<file path="config.mk">
export PLATFORM = sky130hd
export DESIGN_NAME = icache_refill
export DESIGN_NICKNAME = d
export VERILOG_FILES = /design/src/verilog/icache_cfg_pkg.sv /design/src/verilog/icache_bus_pkg.sv /design/src/verilog/icache_refill.sv
export SDC_FILE = /design/constraint.sdc
export NUM_CORES = 1
export LEC_CHECK = 0
export BUFFER_PORTS_ARGS = -buffer_cell sky130_fd_sc_hd__buf_2
export CORE_AREA = 2 2 102 104
export DETAILED_ROUTE_END_ITERATION = 7
export DIE_AREA = 0 0 104 106
export MAX_ROUTING_LAYER = met4
export PLACE_DENSITY = 0.7
export SETUP_SLACK_MARGIN = 0.02
export SLEW_MARGIN = 40
export SYNTH_ARGS = -nofsm -noshare
export SYNTH_HDL_FRONTEND = slang
export SYNTH_SLANG_ARGS = --single-unit
</file>
<file path="constraint.sdc">
create_clock -name clk -period 2.25 [get_ports clk]
set_input_delay 0.675 -clock clk [delete_from_list [all_inputs] [get_ports clk]]
set_output_delay 0.675 -clock clk [all_outputs]
set_load 0.1 [all_outputs]
</file>
<file path="src/verilog/icache_cfg_pkg.sv">
`default_nettype none

package icache_cfg_pkg;

	// 2-way, 128 sets, 32-byte lines
	localparam int ADDR_W   = 64;
	localparam int WORD_W   = 64;
	localparam int OFFSET_W = 5;   // byte offset inside a line
	localparam int INDEX_W  = 7;
	localparam int SETS     = 128;
	localparam int TAG_W    = ADDR_W - INDEX_W - OFFSET_W;  // 52
	localparam int BEATS    = 4;   // words per line

	typedef logic [ADDR_W-1:0]          addr_t;
	typedef logic [WORD_W-1:0]          word_t;
	typedef logic [TAG_W-1:0]           tag_t;
	typedef logic [INDEX_W-1:0]         index_t;
	typedef logic [$clog2(BEATS)-1:0]   beat_t;

endpackage

`default_nettype wire

</file>
<file path="src/verilog/icache_bus_pkg.sv">
`default_nettype none

package icache_bus_pkg;

	import icache_cfg_pkg::*;

	// cpu side, single-cycle strobes
	typedef struct packed {
		logic  valid;
		addr_t addr;   // byte address
	} cpu_req_t;

	typedef struct packed {
		logic  valid;
		word_t data;
	} cpu_rsp_t;

	// memory side, one line per request
	typedef struct packed {
		logic  valid;
		addr_t addr;   // line aligned
	} mem_req_t;

	typedef struct packed {
		logic  valid;
		word_t data;
	} mem_beat_t;

endpackage

`default_nettype wire

</file>
<file path="src/verilog/icache_refill.sv">
`timescale 1ns/10ps
`default_nettype none

module icache_refill
	import icache_cfg_pkg::*;
	import icache_bus_pkg::*;
(
	input  wire        clk,
	input  wire        rst_n,
	input  wire        refill_start,
	input  addr_t      line_addr,
	input  mem_beat_t  mem_beat,
	output mem_req_t   mem_req,
	output logic       beat_we,
	output beat_t      beat_idx,
	output word_t      beat_data,
	output logic       refill_done
);

	logic  busy;
	beat_t cnt;
	logic  req_valid_q;
	addr_t req_addr_q;

	// beats are only taken while a line is pending
	assign beat_we     = mem_beat.valid && busy;
	assign beat_idx    = cnt;
	assign beat_data   = mem_beat.data;
	assign refill_done = beat_we && (cnt == beat_t'(BEATS - 1));

	always_ff @(posedge clk) begin
		if (!rst_n) begin
			busy        <= 1'b0;
			cnt         <= '0;
			req_valid_q <= 1'b0;
		end else begin
			req_valid_q <= refill_start;   // one cycle after start
			if (refill_start) begin
				busy <= 1'b1;
				cnt  <= '0;
			end else if (beat_we) begin
				cnt <= cnt + 1'b1;
				if (refill_done)
					busy <= 1'b0;
			end
		end
	end

	always_ff @(posedge clk) begin
		if (refill_start)
			req_addr_q <= line_addr;
	end

	assign mem_req.valid = req_valid_q;
	assign mem_req.addr  = req_addr_q;

endmodule

`default_nettype wire

</file>
==> results of run 1 <==
-- cell families after synthesis --
kind of cell	after synthesis	synth area share, %
buffers and inverters	65	18.8
AOI/OAI and AO/OA	6	2.03
DFF	68	77.2
and+or+nand+nor	6	1.50
adders and majority gates	1	0.482
-- cell type report --
type                            count  area, um2
Sequential cell                    68       2000
Clock inverter                      7        146
Tap cell                          136        170
Clock buffer                        9        124
Multi-Input combinational cell     13        104
Timing Repair Buffer              137        731
Fill cell                         993       6720
-- report_power, final --
| part | internal (mW) | total [mW] | switching, mW |
|---|---|---|---|
| Sequential | 1.49 | 1.51 | 0.0235 |
| Combinational | 0.111 | 0.882 | 0.771 |
| Clock | 0.858 | 1.33 | 0.468 |
-- metal layers --
layer	track usage, %	vias to the layer above	routed length [um]
met4	9.36	0	377
li1	-	620	-
met3	6.68	37	737
met5	-	-	0
met2	14.7	116	2510
met1	9.87	646	1960
-- worst max-delay path: stages, from the launching register on --
cell,delay (ns)
dfxtp_2,0.34
ha_1,0.21
and3_2,0.23
buf_12,0.16
-- flip-flops by register name, indices dropped and copies added, names as in the netlist --
register	flops
beat_idx	2
req_valid_q	1
busy	1
req_addr_q	64
-- layout by cell type (no fill, tap or decap), types with 2 or more instances in the layout --
master and n:
clkbuf_8 9, buf_2 134, dfxtp_2 2, edfxtp_1 64
dfxtp_1 2, and2_1 2, inv_6 2, buf_12 3
a21bo_1 2, bufinv_16 4
-- final timing paths --
path / start / end / slack (ns) / cells after the start
min: line_addr[38] / req_addr_q[38] / 0.51 / 1
max: beat_idx[0] / refill_done / 0.29 / 3
min reg2reg: busy / beat_idx[1] / 0.56 / 2
max reg2reg: beat_idx[0] / busy / 1.40 / 3
-- through the flow --
stage / worst slack [ns] / util, %
3_5_place_dp: 0.360 / 30.1
3_3_place_gp: 0.376 / 30.1
6_report: 0.288 / 32.8
4_1_cts: 0.252 / 32.8
2_1_floorplan: 0.141 / -
5_1_grt: 0.209 / 32.8
==> impl_metrics.csv, run 1 <==
group,metric,value,unit
critical_path,cp_max_fo,4,
yosys,synth_ff_type,"edfxtp_1",
timing,finalSetupTns,0,ns
clock_network,cts_max_level,3,
cells_and_area,drive_gt1_share,67.5,%
cells_and_area,layout.cells.non_filler,370,
clock_network,post-cts-setup-buffers,0,
routing,dr.pass1.iters,4,
routing,post_drt_wl_per_cell,15.1,um
grt,grt_pass1_wl,7.96,mm
placed_design,port_buffers,136,
critical_path,cp-end-kind,"output port",
yosys,ys_seq_elements,68,
timing,worst_slew_pin_slew,0.520,ns
grt,antenna_found_initial,0,
timing,finalHoldViolCount,0,
timing,final.period_utilization,87.2,%
clock_network,clk_pin_slew_worst_paths,0.08,ns
placed_design,place.gp.congestion,0.690,
routing,routed_wl,5.59,mm
cells_and_area,final_area,0.00328,mm2
die,core_area,0.0100,mm2
outcome,outcome,"completed",
routing,vias_per_cell,3.84,
yosys,async_flop_share,0,%
routing,drt_iter0_markers,62,
grt,grt_pass1_vias,1383,
die,floorplan.initialDensity,25.9,%
clock_network,insertion_delay,0.33,ns
yosys,ys_top_cells_by_area,"edfxtp_1 (74%), buf_4 (19%), dfxtp_1 (3.1%)",
clock_network,ctsResizeCount,0,
yosys,yosys_warnings,0,
critical_path,critPathKind,"register to output port",
yosys,synth.distinct_cells,14,
yosys,syn_nets,279,
die,die_h,106,um
clock_network,cts_tree,"built",
clock_network,clockBufferDepth,2,
cells_and_area,final_net_count,362,
yosys,netlist.area_leader.share,74.1,%
critical_path,critical_path_required,1.57,ns
yosys,seq_area_frac_synth,77.2,%
timing,finClkSkew,0.0000379,ns
cells_and_area,area_growth,26.4,%
power,vdd_drop_max,0.336,mV
grt,grt_max_degree,68,
die,dieArea,0.0110,mm2
critical_path,cp-start-kind,"register",
power,powerDensity,1130,mW/mm2
power,finalPower,3.72,mW
routing,drcViolationCount,0,
yosys,yosys.area.top_type,"edfxtp_1",
yosys,syn_avg_cell_area,17.8,um2
run,cap_violations,0,
yosys,syn_area,0.00259,mm2
yosys,yosys.cell_count.top_type,"buf_4",
yosys,synthTopCellsByCount,"buf_4 (65), edfxtp_1 (64), dfxtp_1 (4), a21bo_1 (2), and2_1 (2)",
grt,grt-ovfl-total,0,
cells_and_area,diodes,0,
clock_network,cts.sinks,68,
power,p_leak,1.39,nW
die,std_cell_rows,37,
critical_path,crit_arrival,1.29,ns
timing,holdWs,0.506,ns
clock_network,root_buffer,"clkbuf_8",
worst_hold_path,min_path_type,"input port to register",
die,ioPinCount,265,
yosys,synth_edf_count,64,
timing,final_max_slew_viol_count,0,
grt,grt_usage,10.5,%
clock_network,numCtsBuffers,9,
timing,period_needed,1.96,ns
placed_design,placed_cells,354,
placed_design,dpl_cell_area,0.00301,mm2
clock_network,hold_buffers,0,
timing,slew-limit-headroom,65.6,%
timing,rsz0062_at_grt,"false",
routing,vias,1419,
die,die_x,104,um
yosys,synth_cells,146,
timing,fmax,510,MHz
timing,setup_viol,0,
routing,antenna_left,0,
(Power assumes the default switching activity.)
==> inputs of run 2 (changes only) <==
ABC_AREA = 1   (was not set)
==> run 2 against run 1 <==
Against the previous run:
- cell area down 2.0%
- setup slack better by 0.087 ns
- fmax up 4.6%
- flip-flop and latch count unchanged
- utilization down 0.65 points
- sequential share of layout area up 1.2 points
==> impl_metrics.csv, run 2 <==
group,metric,value,unit
power,p_leak,1.39,nW
yosys,syn_area,0.00259,mm2
clock_network,hold_buffers,0,
cells_and_area,diodes,0,
die,die_h,106,um
outcome,outcome,"completed",
power,powerDensity,1060,mW/mm2
timing,final.period_utilization,83.4,%
placed_design,dp_hpwl,4.70,mm
yosys,netlist.area_leader.share,74.3,%
worst_hold_path,min_path_type,"register to register",
yosys,seq_area_frac_synth,77.4,%
timing,finClkSkew,0.00856,ns
cells_and_area,drive_gt1_share,64.6,%
critical_path,cp_max_fo,4,
critical_path,rr_worst_depth,5,
timing,worst_slack,0.374,ns
grt,grt-ovfl-total,0,
timing,fmax,533,MHz
yosys,synthTopCellsByCount,"buf_4 (65), edfxtp_1 (64), nor2_1 (6), inv_1 (5), nand2_1 (5)",
cells_and_area,largest_register_ffs,64,
power,finalPower,3.41,mW
routing,vias,1454,
placed_design,placed_cells,363,
routing,post_drt_wl_per_cell,15.8,um
run,cap_violations,0,
placed_design,port_buffers,136,
cells_and_area,area_growth,24.2,%
routing,drt_iter0_markers,73,
die,ioPinCount,265,
cells_and_area,layout.cells.non_filler,379,
clock_network,post-cts-setup-buffers,0,
yosys,synth_cells,155,
clock_network,numCtsBuffers,9,
timing,slew-limit-headroom,66.4,%
worst_hold_path,min_delay_path_depth,2,
power,vdd_drop_max,0.334,mV
die,core_area,0.0100,mm2
timing,finalSetupTns,0,ns
yosys,yosys_warnings,0,
placed_design,dpl_cell_area,0.00301,mm2
timing,holdWs,0.508,ns
clock_network,cts_max_level,3,
placed_design,pre_cts_ws,0.406,ns
clock_network,clockBufferDepth,2,
routing,antenna_left,0,
clock_network,root_buffer,"clkbuf_8",
grt,grt_usage,10.8,%
clock_network,cts.sinks,68,
critical_path,max_stage_delay,0.35,ns
yosys,async_flop_share,0,%
timing,rsz0062_at_grt,"false",
critical_path,cp_cell_sequence,"ha_1 -> inv_1 -> nor2_4 -> buf_12",
cells_and_area,final_net_count,371,
die,floorplan.initialDensity,25.9,%
yosys,ys_top_cells_by_area,"edfxtp_1 (74%), buf_4 (19%), dfxtp_1 (3.1%)",
yosys,synth_ff_type,"edfxtp_1",
clock_network,ctsResizeCount,0,
routing,vias_per_cell,3.84,
critical_path,cp-end-kind,"output port",
clock_network,cts_tree,"built",
critical_path,cp-start-kind,"register",
routing,drcViolationCount,0,
timing,final_max_slew_viol_count,0,
timing,finalHoldViolCount,0,
yosys,synth_edf_count,64,
grt,antenna_found_initial,0,
cells_and_area,final_area,0.00321,mm2
timing,worst_slew_pin_slew,0.507,ns
grt,grt_pass1_vias,1548,
cells_and_area,final_common_cell,"buf_2",
yosys,syn_nets,288,
critical_path,critical_path_required,1.57,ns
placed_design,place.gp.congestion,0.754,
yosys,synth.distinct_cells,11,
routing,dr.pass1.iters,4,
die,dieArea,0.0110,mm2
yosys,syn_avg_cell_area,16.7,um2
clock_network,insertion_delay,0.34,ns
die,die_x,104,um
yosys,yosys.cell_count.top_type,"buf_4",
grt,grt_pass1_wl,8.40,mm
timing,setup_viol,0,
cells_and_area,top_register,"req_addr_q",
critical_path,critPathKind,"register to output port",
routing,routed_wl,5.98,mm
critical_path,crit_arrival,1.20,ns
cells_and_area,final_core_util,32.1,%
yosys,yosys.area.top_type,"edfxtp_1",
grt,grt_max_degree,67,
die,std_cell_rows,37,
clock_network,clk_pin_slew_worst_paths,0.08,ns
cells_and_area,mostFrequentLayoutCells,"buf_2 (134), edfxtp_1 (64), clkbuf_8 (11)",
critical_path,slowest_stage,"dfxtp_2",
yosys,ys_seq_elements,68,
timing,period_needed,1.88,ns
## run 2: cell type report
type	instances	area [um2]
Sequential cell	68	2000
Timing Repair Buffer	137	731
Fill cell	988	6790
Tap cell	136	170
Clock buffer	12	155
Inverter	6	22.5
Clock inverter	4	48.8
Multi-Input combinational cell	16	82.6
## run 2: worst max-delay path, delay by kind of cell, from the launching register on
kind / cells / cell delay (ns)
simple gates: 1 / 0.12
buf+inv: 2 / 0.24
fa+ha+maj: 1 / 0.14
flops: 1 / 0.35
## run 2: logic make-up (layout without fill, tap and decap cells)
| logic type | after synthesis | in the layout | synth area share (%) |
|---|---|---|---|
| compound gates | 1 | 1 | 0.193 |
| flops | 68 | 68 | 77.4 |
| simple gates | 14 | 14 | 2.22 |
| fa+ha+maj | 1 | 1 | 0.483 |
| buf+inv | 71 | 159 | 19.7 |
## run 2: worst paths after layout
path | from | to | slack (ns)
worst max-delay path | beat_idx[0] | refill_done | 0.37
worst min-delay path | beat_idx[1] | beat_idx[1] | 0.51
worst max register to register | beat_idx[0] | beat_idx[1] | 1.30
worst min register to register | beat_idx[1] | beat_idx[1] | 0.51
## run 2: metal layers
metal  GRT usage (%)  part of all wire, %  up-vias
li1                -                    -      633
met1            8.55                   30      645
met2            18.3                   52      129
met3            5.46                   12       47
met4            9.27                  6.0        0
met5               -                    0        -
## run 2: power by group
group / internal (mW) / leakage (nW) / switching, mW
Combinational: 0.113 / 0.623 / 0.781
Sequential: 1.49 / 0.660 / 0.0250
Clock: 0.571 / 0.106 / 0.434
==> inputs of run 3 (changes only) <==
PLACE_DENSITY = 0.73   (was 0.7)
clock period = 1.5 ns   (was 2.25 ns; I/O delays follow)
==> run 3 against run 2 <==
Against the previous run:
- the run now ends with setup timing left
- register-to-register slack worse by 0.73 ns
- sequential share of layout area down 11 points
- critical path depth unchanged
- worst hold slack worse by 0.24 ns
- die area unchanged
- sequential power up 53%
- count of clock-buffer cells in the layout down 2
- global-route usage up 1.2 points
- utilization up 6.8 points
- clock power up 80%
- largest power group unchanged
==> impl_metrics.csv, run 3 (synthesized netlist as in run 2, its figures left out) <==
group,metric,value,unit
power,p_leak,1.64,nW
routing,drt_iter0_markers,96,
placed_design,port_buffers,136,
placed_design,dpl_cell_area,0.00352,mm2
cells_and_area,diodes,0,
power,powerDensity,1470,mW/mm2
cells_and_area,mostFrequentLayoutCells,"buf_2 (67), edfxtp_1 (64), buf_4 (40), buf_12 (35), clkbuf_8 (9)",
critical_path,slowest_stage,"dfxtp_4",
critical_path,cp-end-kind,"output port",
timing,finalSetupTns,-0.113,ns
clock_network,clk_pin_slew_worst_paths,0.08,ns
timing,rsz0062_at_grt,"true",
placed_design,dp_hpwl,5.13,mm
timing,final.period_utilization,108,%
critical_path,crit_arrival,1.16,ns
critical_path,cp-start-kind,"register",
timing,slew-limit-headroom,79.0,%
grt,grt_max_degree,43,
die,ioPinCount,265,
clock_network,insertion_delay,0.34,ns
timing,finalHoldViolCount,0,
routing,drcViolationCount,0,
die,dieArea,0.0110,mm2
timing,finClkSkew,0.00661,ns
critical_path,cp_cell_sequence,"ha_4 -> inv_2 -> nor2_4 -> buf_12",
critical_path,critPathKind,"register to output port",
cells_and_area,area_growth,50.5,%
cells_and_area,final_common_cell,"buf_2",
timing,period_needed,1.61,ns
cells_and_area,largest_register_ffs,64,
outcome,violations,"setup timing",
critical_path,critical_path_required,1.05,ns
die,core_area,0.0100,mm2
power,finalPower,5.73,mW
critical_path,max_stage_delay,0.37,ns
clock_network,root_buffer,"clkbuf_8",
clock_network,clockBufferDepth,2,
outcome,outcome,"finished, violations left",
power,vdd_drop_max,0.491,mV
grt,grt_usage,12.0,%
timing,setup_viol,1,
timing,fmax,620,MHz
die,std_cell_rows,37,
worst_hold_path,min_path_type,"input port to register",
clock_network,cts.sinks,68,
cells_and_area,final_net_count,377,
die,floorplan.initialDensity,25.9,%
run,cap_violations,0,
timing,worst_slack,-0.113,ns
timing,holdWs,0.272,ns
timing,final_max_slew_viol_count,0,
grt,grt_pass1_wl,9.11,mm
cells_and_area,drive_gt1_share,66.7,%
critical_path,cp_max_fo,2,
placed_design,place.gp.congestion,0.744,
die,die_h,106,um
die,die_x,104,um
cells_and_area,final_area,0.00389,mm2
routing,routed_wl,6.85,mm
routing,vias,1500,
clock_network,numCtsBuffers,9,
cells_and_area,top_register,"req_addr_q",
placed_design,pre_cts_ws,0.0810,ns
routing,antenna_left,0,
routing,dr.pass1.iters,4,
routing,vias_per_cell,3.90,
timing,worst_slew_pin_slew,0.314,ns
cells_and_area,fillCellCount,915,
grt,grt_pass1_vias,1548,
clock_network,cts_tree,"built",
clock_network,cts_max_level,3,
grt,grt-ovfl-total,0,
grt,antenna_found_initial,0,
routing,post_drt_wl_per_cell,17.8,um
clock_network,hold_buffers,0,
run 3: cell types whose count changed in the layout (fill, tap and decap cells not counted), moves of 2 or more:
cell / previous run / this run
clkbuf_8: 11 / 9
buf_12: 3 / 35
buf_2: 134 / 67
dfxtp_4: 0 / 2
bufinv_16: 1 / 3
buf_4: 0 / 40
run 3: metal layers:
metal / track usage, % / up-vias / part of all wire, %
met5: - / - / 0
met4: 10.0 / 0 / 5.5
met3: 5.70 / 44 / 11
met2: 21.3 / 141 / 54
met1: 9.05 / 667 / 30
li1: - / 648 / -
run 3: final timing paths:
kind	start	end	slack, ns	cells past startpoint
worst max-delay path	beat_idx[1]	refill_done	-0.11	4
worst min-delay path	line_addr[46]	req_addr_q[46]	0.27	1
worst max register to register	beat_idx[1]	beat_idx[1]	0.57	5
worst min register to register	busy	busy	0.61	3
run 3: report_power, final:
part,internal (mW),total (mW),switching (mW)
Sequential,2.24,2.32,0.0817
Clock,1.11,1.80,0.691
Combinational,0.427,1.62,1.19
Total,3.77,5.73,1.96
run 3: layout make-up:
cell class              instances  area (um2)  area share [%]
flip-flops and latches         68        2010            51.6
repair buffers                143        1350            34.6
well taps                     136         170            4.37
clock buffers                  10         128            3.28
clock inverters                 6         113            2.89
multi-input cells              16         100            2.57
inverters                       6        25.0           0.643
run 3: what timing repair did:
action / in CTS / in global routing
buffers inserted: 4 / 1
endpoints found under the hold margin: 0 / 0
setup endpoints to repair: 37 / 5
pin swaps: 0 / 1
resized for setup: 37 / 2
run 3: metrics by stage:
step | std cells | utilization [%]
3_3_place_gp | 364 | 35.2
6_report | 385 | 38.9
2_1_floorplan | 155 | -
3_5_place_dp | 364 | 35.2
4_1_cts | 384 | 38.8
5_1_grt | 385 | 38.9
run 3: critical path, delay by kind of cell, from the launching register on:
| family | cells | cell delay [ns] |
|---|---|---|
| fa+ha+maj | 1 | 0.13 |
| buf+inv | 2 | 0.22 |
| flops | 1 | 0.37 |
| simple gates | 1 | 0.09 |
