===== src/verilog/icache_cfg_pkg.sv =====
`default_nettype none

package icache_cfg_pkg;

	// 2-way, 128 sets, 32-byte lines
	localparam int ADDR_W   = 64;
	localparam int WORD_W   = 64;
	localparam int OFFSET_W = 5;   // byte offset inside a line
	localparam int INDEX_W  = 7;
	localparam int SETS     = 128;
	localparam int TAG_W    = ADDR_W - INDEX_W - OFFSET_W;  // 52
	localparam int BEATS    = 4;   // words per line

	typedef logic [ADDR_W-1:0]          addr_t;
	typedef logic [WORD_W-1:0]          word_t;
	typedef logic [TAG_W-1:0]           tag_t;
	typedef logic [INDEX_W-1:0]         index_t;
	typedef logic [$clog2(BEATS)-1:0]   beat_t;

endpackage

`default_nettype wire


===== src/verilog/icache_bus_pkg.sv =====
`default_nettype none

package icache_bus_pkg;

	import icache_cfg_pkg::*;

	// cpu side, single-cycle strobes
	typedef struct packed {
		logic  valid;
		addr_t addr;   // byte address
	} cpu_req_t;

	typedef struct packed {
		logic  valid;
		word_t data;
	} cpu_rsp_t;

	// memory side, one line per request
	typedef struct packed {
		logic  valid;
		addr_t addr;   // line aligned
	} mem_req_t;

	typedef struct packed {
		logic  valid;
		word_t data;
	} mem_beat_t;

endpackage

`default_nettype wire


===== src/verilog/icache_ctrl.sv =====
`timescale 1ns/10ps
`default_nettype none

module icache_ctrl
	import icache_cfg_pkg::*;
	import icache_bus_pkg::*;
(
	input  wire        clk,
	input  wire        rst_n,
	input  cpu_req_t   cpu_req,
	input  wire        flush,
	input  wire        hit,
	input  wire        hit_way,
	input  wire        victim_way,
	input  wire        refill_done,
	input  word_t      rd_word,
	output cpu_rsp_t   cpu_rsp,
	output index_t     index,
	output tag_t       tag,
	output beat_t      word_sel,
	output logic       sel_way,
	output logic       fill_we,
	output logic       touch,
	output logic       flush_all,
	output logic       refill_start,
	output addr_t      line_addr
);

	typedef enum logic [1:0] {
		IDLE,
		LOOKUP,
		REFILL
	} state_t;

	state_t state;
	state_t state_nxt;
	addr_t  addr_q;
	logic   victim_q;
	logic   rsp_valid_q;
	word_t  rsp_data_q;

	// fields of the captured address
	assign index     = addr_q[OFFSET_W +: INDEX_W];
	assign tag       = addr_q[ADDR_W-1 -: TAG_W];
	assign word_sel  = addr_q[OFFSET_W-1 -: $bits(beat_t)];
	assign line_addr = {addr_q[ADDR_W-1:OFFSET_W], {OFFSET_W{1'b0}}};

	assign touch        = (state == LOOKUP) && hit;
	assign refill_start = (state == LOOKUP) && !hit;
	assign fill_we      = (state == REFILL) && refill_done;  // tag install with the last beat
	assign flush_all    = (state == IDLE) && flush;

	// hit way on lookup, latched victim while refilling
	assign sel_way = (state == REFILL) ? victim_q : hit_way;

	always_comb begin
		state_nxt = state;
		case (state)
			IDLE:   if (cpu_req.valid) state_nxt = LOOKUP;
			LOOKUP: state_nxt = hit ? IDLE : REFILL;
			REFILL: if (refill_done) state_nxt = LOOKUP;  // repeat the lookup
			default: state_nxt = IDLE;
		endcase
	end

	always_ff @(posedge clk) begin
		if (!rst_n) begin
			state       <= IDLE;
			rsp_valid_q <= 1'b0;
		end else begin
			state       <= state_nxt;
			rsp_valid_q <= touch;
		end
	end

	always_ff @(posedge clk) begin
		if ((state == IDLE) && cpu_req.valid)
			addr_q <= cpu_req.addr;
		if (refill_start)
			victim_q <= victim_way;
		if (touch)
			rsp_data_q <= rd_word;
	end

	assign cpu_rsp.valid = rsp_valid_q;
	assign cpu_rsp.data  = rsp_data_q;

endmodule

`default_nettype wire


===== config.mk =====
export PLATFORM = sky130hd
export DESIGN_NAME = icache_ctrl
export DESIGN_NICKNAME = d
export VERILOG_FILES = /design/src/verilog/icache_cfg_pkg.sv /design/src/verilog/icache_bus_pkg.sv /design/src/verilog/icache_ctrl.sv
export SDC_FILE = /design/constraint.sdc
export NUM_CORES = 1
export LEC_CHECK = 0
export BUFFER_PORTS_ARGS = -buffer_cell sky130_fd_sc_hd__buf_2
export CAP_MARGIN = 20
export CORE_AREA = 2 2 128 130
export DETAILED_ROUTE_END_ITERATION = 10
export DIE_AREA = 0 0 130 132
export GPL_TIMING_DRIVEN = 1
export SLEW_MARGIN = 5
export SYNTH_ARGS = -nofsm -noshare
export SYNTH_HDL_FRONTEND = slang
export SYNTH_SLANG_ARGS = --single-unit

===== constraint.sdc =====
create_clock -name clk -period 6.4 [get_ports clk]
set_input_delay 1.28 -clock clk [delete_from_list [all_inputs] [get_ports clk]]
set_output_delay 1.28 -clock clk [all_outputs]
set_load 0.005 [all_outputs]

==> results of run 1 <==
==> registers in the layout (all words and copies together), names as in the netlist <==
signal	cells
addr_q	61
rsp_data_q	64
rsp_valid_q	1
state	2
victim_q	1
==> cells by family after synthesis <==
| family | count (synthesis) | synth area share |
|---|---|---|
| flops | 129 | 0.867 |
| other cells | 1 | 0.000846 |
| buf+inv | 65 | 0.110 |
| mux | 2 | 0.00480 |
| compound gates | 1 | 0.00169 |
| simple gates | 9 | 0.0158 |
==> final timing paths <==
| path | to | start | slack, ps |
|---|---|---|---|
| setup / recovery | refill_start | hit | 3330 |
| hold / removal | state[0] | state[0] | 580 |
| setup reg to reg | rsp_data_q[61] | state[0] | 4650 |
| hold reg to reg | state[0] | state[0] | 580 |
==> critical path: stages <==
cell     delay, ps
buf_2          110
nor3b_2        240
buf_2          160
==> layout by cell type, fill, tap and decap left out, drive strengths merged, types with 2 or more instances in the layout <==
| cell | count |
|---|---|
| and2 | 2 |
| buf | 324 |
| bufinv | 2 |
| clkbuf | 18 |
| clkinv | 4 |
| clkinvlp | 4 |
| conb | 5 |
| dfxtp | 3 |
| edfxtp | 126 |
| inv | 3 |
| nor3b | 5 |
==> metrics by stage <==
stage,hold WS [ps],util,setup WS [ps],total power [W]
floorplan,489,-,133,0.00107
global placement,543,0.373,3340,0.00114
detailed placement,573,0.373,3320,0.00115
finish,582,0.409,3330,0.00205
CTS,581,0.409,3320,0.00209
global route,620,0.409,3270,0.00213
==> power groups by stage <==
| stage | Sequential (W) | Clock, W | Combinational (W) |
|---|---|---|---|
| floorplan | 0.00102 | 0 | 0.0000535 |
| global placement | 0.00101 | 0 | 0.000134 |
| detailed placement | 0.00101 | 0 | 0.000135 |
| CTS | 0.000993 | 0.000961 | 0.000136 |
| global route | 0.000997 | 0.000988 | 0.000147 |
| finish | 0.000992 | 0.000927 | 0.000132 |
==> area by class of cell <==
class                           instances  area share
Sequential cell                       129       0.598
Tap cell                              216      0.0420
Timing Repair Buffer                  324       0.253
Multi-Input combinational cell         17      0.0193
Clock buffer                           18      0.0667
Clock inverter                         13      0.0214
==> metal layers <==
metal  wire length [microns]  track usage  up-vias
li1                        -            -     1263
met1                    3930        0.129     1273
met2                    5410        0.209      209
met3                    1560       0.0795       12
met4                     125       0.0394        2
met5                      13            0        -
==> flow_metrics.tcl, run 1 <==
set metrics [dict create \
    synth.largest_area_cell "edfxtp_1" \
    syn_area_sq_um 4430 \
    switchingPower_w 0.000436 \
    cts_buffers 17 \
    rsz0062_at_grt "no" \
    cp_max_fo 3 \
    p_comb_frac 0.064 \
    critPathArrivalTime_ps 1790 \
    placed_area_sq_um 5860 \
    ys_top_cells_by_area "edfxtp_1 85%, buf_4 11%, dfxtp_1 1.4%" \
    synth_commonest_cells "126 x edfxtp_1, 65 x buf_4, 4 x nor3b_1" \
    crit_path_end_kind "output port" \
    multiInputGateArea_sq_um 124 \
    seq_power_share 0.484 \
    row_count 46 \
    antenna_found_initial 1 \
    fin_area_sq_um 6430 \
    syn-mean-instance-area_sq_um 21.4 \
    synthToLayoutAreaGrowth_pct 45.0 \
    postSynth.asyncResetShare 0 \
    critPathRequiredTime_ps 5120 \
    grt_max_degree 66 \
    first_global_vias 2969 \
    drv_slew 0 \
    synth_cell_types 12 \
    grt_first_pass_wirelength_microns 16000 \
    clock_tree.root_cell "clkbuf_16" \
    gp_congestion 0.770 \
    grt.overflow.total 0 \
    synth_cells 207 \
    firstDrtPassIters 4 \
    drv_cap 0 \
    startpoint_type "input pin" \
    vias_per_cell 3.85 \
    seq_area_sq_um 3840 \
    finClkSkew_ps 6.48 \
    htree_levels 4 \
    diodes 0 \
    fmax_ghz 0.325 \
    finalHoldViolCount 0 \
    stdcell_count 717 \
    drt_iter0_drc 78 \
    clock-sinks 129 \
    cts_tree "yes" \
    dr_total_vias 2759 \
    routed_wl_microns 11000 \
    postCtsSetupRepairBufs 0 \
    tns_ps 0 \
    fp.dieW_microns 130 \
    synthFlopType "edfxtp_1" \
    powerDensity_nw_per_um2 319 \
    min_path_cells 1 \
    dp_hpwl_microns 8510 \
    core_area_sq_um 15700 \
    synth_top_cell_area_share 0.853 \
    drive_gt1_frac 0.709 \
    numPortBuffers 322 \
    ctsHoldBuffers 0 \
    dieArea_sq_um 17200 \
    die_h_microns 132 \
    ctsResizeCount 0 \
    status "finished clean" \
    total_leakage_power_nw 2.80 \
    r2r_cells 2 \
    finalSetupViolCount 0 \
    initial_core_util 0.282 \
    dp_cells 686 \
    holdCritPathClass "reg2reg" \
    crit_type "in2out" \
    slew_headroom 0.460 \
    worstSkewPairLatency_ps 400 \
    clkSlewWorstSetupHoldPaths_ps 50 \
    final.period_utilization 0.480 \
    synth_edf_count 126 \
    min_period_ps 3070 \
    synth_seq_area_share 0.867 \
    cts_buffer_depth 2 \
    n_fill_cell 1467 \
    switching_share 0.213 \
    yosysWarnings 0 \
    clkPwrFrac 0.452 \
    grt_use_total 0.126 \
    layout.nets 625 \
    post-route-drc-count 0 \
    p_int_w 0.00162 \
    ir_worst_vdd_mv 0.168 \
    pin_count 331 \
    ys_seq_elements 129 \
    routedWlPerCell_microns 15.4 \
    yosysMostFrequentCell "edfxtp_1" \
    ant_nets 0 \
    worst_slew_pin_slew_ps 810 \
]
Note: power is estimated with default switching activity, not from simulation.
==> run 2, diff against run 1 <==
==> constraint.sdc (replaced) <==
create_clock -name clk -period 2.6 [get_ports clk]
set_input_delay 0.52 -clock clk [delete_from_list [all_inputs] [get_ports clk]]
set_output_delay 0.52 -clock clk [all_outputs]
set_load 0.005 [all_outputs]
==> run 2 against run 1 <==
  * Register-to-register slack worse by 3600 ps
  * Power up 150%
  * Clock-buffer cell count down 1
  * Critical path type is now reg2out
  * Combinational power up 150%
  * Largest cell class unchanged
==> flow_metrics.tcl, run 2 (synthesis results as in run 1) <==
set metrics [dict create \
    final.period_utilization 0.806 \
    max_stage_delay_ps 490 \
    core_area_sq_um 15700 \
    dieArea_sq_um 17200 \
    die_h_microns 132 \
    n_fill_cell 1490 \
    critPathTopFamily "flip-flops" \
    drt_iter0_drc 112 \
    cp_num_buf_inv 1 \
    placed_area_sq_um 5900 \
    status "finished clean" \
    postCtsSetupRepairBufs 0 \
    first_global_vias 2803 \
    largest_reg_flops 64 \
    dp_hpwl_microns 8390 \
    ant_nets 0 \
    crit_path_end_kind "output port" \
    largestRegisters "rsp_data_q x64, addr_q x61, state x2" \
    grt_use_total 0.125 \
    clock-sinks 129 \
    critPathRequiredTime_ps 2080 \
    post-route-drc-count 0 \
    finalSetupViolCount 0 \
    row_count 46 \
    grt_first_pass_wirelength_microns 15700 \
    diodes 0 \
    fp.dieW_microns 130 \
    final_common_cell "buf_2" \
    vias_per_cell 3.90 \
    initial_core_util 0.282 \
    firstDrtPassIters 4 \
    finClkSkew_ps 9.21 \
    ir_worst_vdd_mv 0.598 \
    clock_tree.root_cell "clkbuf_16" \
    worstSkewPairLatency_ps 410 \
    drv_cap 0 \
    stdcell_count 717 \
    dp_cells 686 \
    tns_ps 0 \
    drive_gt1_frac 0.715 \
    gp_congestion 0.724 \
    rsz0062_at_grt "no" \
    grt.overflow.total 0 \
    cp_max_fo 7 \
    ctsResizeCount 0 \
    routedWlPerCell_microns 15.0 \
    total_leakage_power_nw 2.83 \
    holdCritPathClass "in2reg" \
    clkSlewWorstSetupHoldPaths_ps 60 \
    largest-register "rsp_data_q" \
    fmax_ghz 0.477 \
    crit_chain "nor2b_1, mux2_1, buf_2" \
    cts_buffer_depth 2 \
    layout.nets 625 \
    ctsHoldBuffers 0 \
    powerDensity_nw_per_um2 783 \
    cts_buffers 17 \
    dr_total_vias 2794 \
    drv_slew 0 \
    startpoint_type "flop" \
    antenna_found_initial 1 \
    cts_tree "yes" \
    synthToLayoutAreaGrowth_pct 46.0 \
    grt_max_degree 62 \
    pin_count 331 \
    final_cell_mix "322 x buf_2, 126 x edfxtp_1, 17 x clkbuf_16, 5 x conb_1" \
    htree_levels 4 \
    routed_wl_microns 10700 \
    min_period_ps 2090 \
    finalHoldViolCount 0 \
    numPortBuffers 322 \
    crit_slowest_cell "dfxtp_1" \
    crit_type "reg2out" \
    critPathArrivalTime_ps 1570 \
    fin_area_sq_um 6480 \
]
-- run 2: final cells by class --
cell class | instances | area [sq um] | area share
Clock buffer | 17 | 425 | 0.0657
Multi-Input combinational cell | 17 | 130 | 0.0201
Tap cell | 216 | 270 | 0.0417
Timing Repair Buffer | 324 | 1650 | 0.255
Clock inverter | 14 | 155 | 0.0240
Sequential cell | 129 | 3840 | 0.594
-- run 2: path summary, 6_finish.rpt --
check	slack [ps]	end	depth (start not counted)	startpoint
setup reg to reg	1040	rsp_data_q[26]	2	state[0]
hold / removal	280	rsp_data_q[44]	1	rd_word[44]
setup / recovery	510	sel_way	3	state[1]
hold reg to reg	610	state[0]	1	state[0]
-- run 2: power breakdown --
group | switching (W) | internal, W | leakage [nW]
Sequential | 0.0000394 | 0.00240 | 1.20
Combinational | 0.000156 | 0.000173 | 1.34
Clock | 0.000879 | 0.00142 | 0.280
-- run 2: worst reg2reg max path: stages (launching register included) --
cell and delay [ps]:
dfxtp_1 480, and3b_2 400, buf_12 310
-- run 2: through the flow --
stage          total power, W  hold slack, ps  utilization  setup WS, ps
2_1_floorplan         0.00263             540            -          64.4
3_3_place_gp          0.00282             572        0.375           945
3_5_place_dp          0.00282             601        0.375           926
4_1_cts               0.00517             252        0.412           474
5_1_grt               0.00530             250        0.412           426
6_report              0.00507             278        0.412           505
-- run 2: layer usage --
layer | global-route usage | up-vias | part of all wire
li1 | - | 1268 | -
met1 | 0.121 | 1307 | 0.33
met2 | 0.208 | 207 | 0.51
met3 | 0.0783 | 12 | 0.14
met4 | 0.0562 | 0 | 0.020
met5 | 0 | - | 0
==> run 3, diff against run 2 <==
--- a/config.mk
+++ b/config.mk
@@ -5,11 +5,12 @@
 export SDC_FILE = /design/constraint.sdc
 export NUM_CORES = 1
 export LEC_CHECK = 0
+export ABC_AREA = 1
 export BUFFER_PORTS_ARGS = -buffer_cell sky130_fd_sc_hd__buf_2
 export CAP_MARGIN = 20
-export CORE_AREA = 2 2 128 130
+export CORE_AREA = 2 2 129 131
 export DETAILED_ROUTE_END_ITERATION = 10
-export DIE_AREA = 0 0 130 132
+export DIE_AREA = 0 0 131 133
 export GPL_TIMING_DRIVEN = 1
 export SLEW_MARGIN = 5
 export SYNTH_ARGS = -nofsm -noshare
==> constraint.sdc (replaced) <==
create_clock -name clk -period 1.9 [get_ports clk]
set_input_delay 0.38 -clock clk [delete_from_list [all_inputs] [get_ports clk]]
set_output_delay 0.38 -clock clk [all_outputs]
set_load 0.005 [all_outputs]
==> run 3 against run 2 <==
  * Clock-buffer cell count grew 1
  * Non-clock buffer count grew 6
  * Core utilization shrank 0.65 points
  * Setup slack lost 400 ps
  * Die area grew 1.5%
  * Clock power grew 47%
  * Wire length grew 6.7%
  * Design area grew 1.3%
  * Sequential power grew 39%
  * Synthesized cell count grew 6.8%
  * Sequential share of layout area shrank 0.76 points
  * First-iteration DRC count shrank 11%
  * Critical endpoint is now touch
  * Highest routed layer is now met5
==> flow_metrics.tcl, run 3 <==
set metrics [dict create \
    status "finished clean" \
    startpoint_type "flop" \
    drive_gt1_frac 0.699 \
    synth_cell_types 12 \
    drv_cap 0 \
    cts_buffers 17 \
    synthToLayoutAreaGrowth_pct 47.7 \
    clock-sinks 129 \
    pin_count 331 \
    synth_compound_area_frac 0.00113 \
    critPathArrivalTime_ps 1420 \
    clkSlewWorstSetupHoldPaths_ps 60 \
    ant_nets 0 \
    synth_cells 221 \
    placed_area_sq_um 5940 \
    dp_hpwl_microns 9100 \
    die_h_microns 133 \
    critPathRequiredTime_ps 1520 \
    synth_adder_area_share 0 \
    dr_total_vias 2882 \
    rsz0062_at_grt "no" \
    diodes 0 \
    min_period_ps 1800 \
    synth_commonest_cells "126 x edfxtp_1, 65 x buf_4, 7 x inv_1, 7 x nor2_1, 5 x nand2_1" \
    crit_type "reg2out" \
    postCtsSetupRepairBufs 0 \
    layout.nets 645 \
    ctsResizeCount 0 \
    n_fill_cell 1509 \
    ys_seq_elements 129 \
    multiInputGateArea_sq_um 110 \
    postSynth.asyncResetShare 0 \
    ys_top_cells_by_area "edfxtp_1 85%, buf_4 11%, dfxtp_1 1.4%" \
    final_cell_mix "322 x buf_2, 126 x edfxtp_1, 17 x clkbuf_16, 7 x inv_1, 7 x buf_4" \
    seq_area_sq_um 3840 \
    ir_worst_vdd_mv 0.666 \
    powerDensity_nw_per_um2 1120 \
    fp.dieW_microns 131 \
    grt_max_degree 62 \
    routed_wl_microns 11500 \
    synth.largest_area_cell "edfxtp_1" \
    first_global_vias 2997 \
    finalSetupViolCount 0 \
    yosysWarnings 0 \
    grt.overflow.total 0 \
    firstDrtPassIters 5 \
    largest_reg_flops 64 \
    dieArea_sq_um 17400 \
    cts_buffer_depth 2 \
    final.period_utilization 0.945 \
    syn-mean-instance-area_sq_um 20.1 \
    worstSkewPairLatency_ps 400 \
    cp_max_fo 10 \
    grt_first_pass_wirelength_microns 16000 \
    synth_top_cell_area_share 0.852 \
    row_count 47 \
    dp_cells 710 \
    core_area_sq_um 16200 \
    synth-simple-area-share 0.0161 \
    post-route-drc-count 0 \
    gp_congestion 0.760 \
    drv_slew 0 \
    largest-register "rsp_data_q" \
    holdCritPathClass "in2reg" \
    yosysMostFrequentCell "edfxtp_1" \
    antenna_found_initial 1 \
    finalHoldViolCount 0 \
    fin_util 0.406 \
    synth_mux_area_frac 0 \
    routedWlPerCell_microns 15.5 \
    grt_use_total 0.127 \
    synth_seq_area_share 0.865 \
    synth_top_family_by_area "buffers and inverters" \
    finClkSkew_ps 3.94 \
    tns_ps 0 \
    stdcell_count 741 \
    fmax_ghz 0.557 \
    htree_levels 4 \
    largestRegisters "rsp_data_q x64, addr_q x61, state x2" \
    initial_core_util 0.275 \
    synth_xor_area_frac 0 \
    final_common_cell "buf_2" \
    numPortBuffers 322 \
    vias_per_cell 3.89 \
    clock_tree.root_cell "clkbuf_16" \
    synth_edf_count 126 \
    drt_iter0_drc 100 \
    crit_path_end_kind "output port" \
    cts_tree "yes" \
    fin_area_sq_um 6560 \
    syn_area_sq_um 4440 \
    ctsHoldBuffers 0 \
    total_leakage_power_nw 2.92 \
    synthFlopType "edfxtp_1" \
]
-- run 3: path summary, 6_finish.rpt --
path	startpoint	end	slack, ps	depth (start not counted)
max reg2reg	state[1]	rsp_data_q[31]	520	4
min reg2reg	state[1]	state[1]	550	2
min	cpu_req[20]	addr_q[20]	150	1
max	state[1]	touch	100	4
-- run 3: final cells by class --
type | count | area share
multi-input combinational | 23 | 0.0168
sequential | 129 | 0.586
clock buffer | 18 | 0.0654
inverter | 8 | 0.00458
tap | 220 | 0.0420
clock inverter | 13 | 0.0286
timing repair buffer | 330 | 0.257
-- run 3: logic make-up (layout without fill, tap and decap cells) --
family	after synthesis	count (layout)
AND/OR/NAND/NOR	17	17
buffers and inverters	73	369
other	1	5
flip-flops	129	129
AO/OA/AOI/OAI	1	1
-- run 3: through the flow --
step	setup slack, ps	hold slack, ps	total power [W]
final	105	148	0.00732
after global placement	467	527	0.00400
after floorplan	13.1	479	0.00369
after CTS	47.1	122	0.00744
after detailed placement	467	545	0.00401
after global routing	2.41	118	0.00765
-- run 3: per-layer routing --
layer  share of wire  global-route usage  routed length, microns  vias to the layer above
met2            0.51               0.218                    5860                      216
met1            0.34               0.126                    3850                     1339
met4           0.025              0.0638                     288                        2
met5          0.0011                   0                      13                        -
li1                -                   -                       -                     1305
met3            0.13              0.0627                    1450                       20
-- run 3: where the power goes --
group / switching [W] / total (W) / internal, W
clock network: 0.00119 / 0.00338 / 0.00219
registers: 0.0000671 / 0.00339 / 0.00333
logic: 0.000271 / 0.000541 / 0.000270
total: 0.00153 / 0.00732 / 0.00579
-- run 3: critical path, cell delays in order, from the launching register on --
cell and delay, ps:
dfxtp_1 330, inv_1 100, nand2_1 110, nor2_4 290, buf_2 180
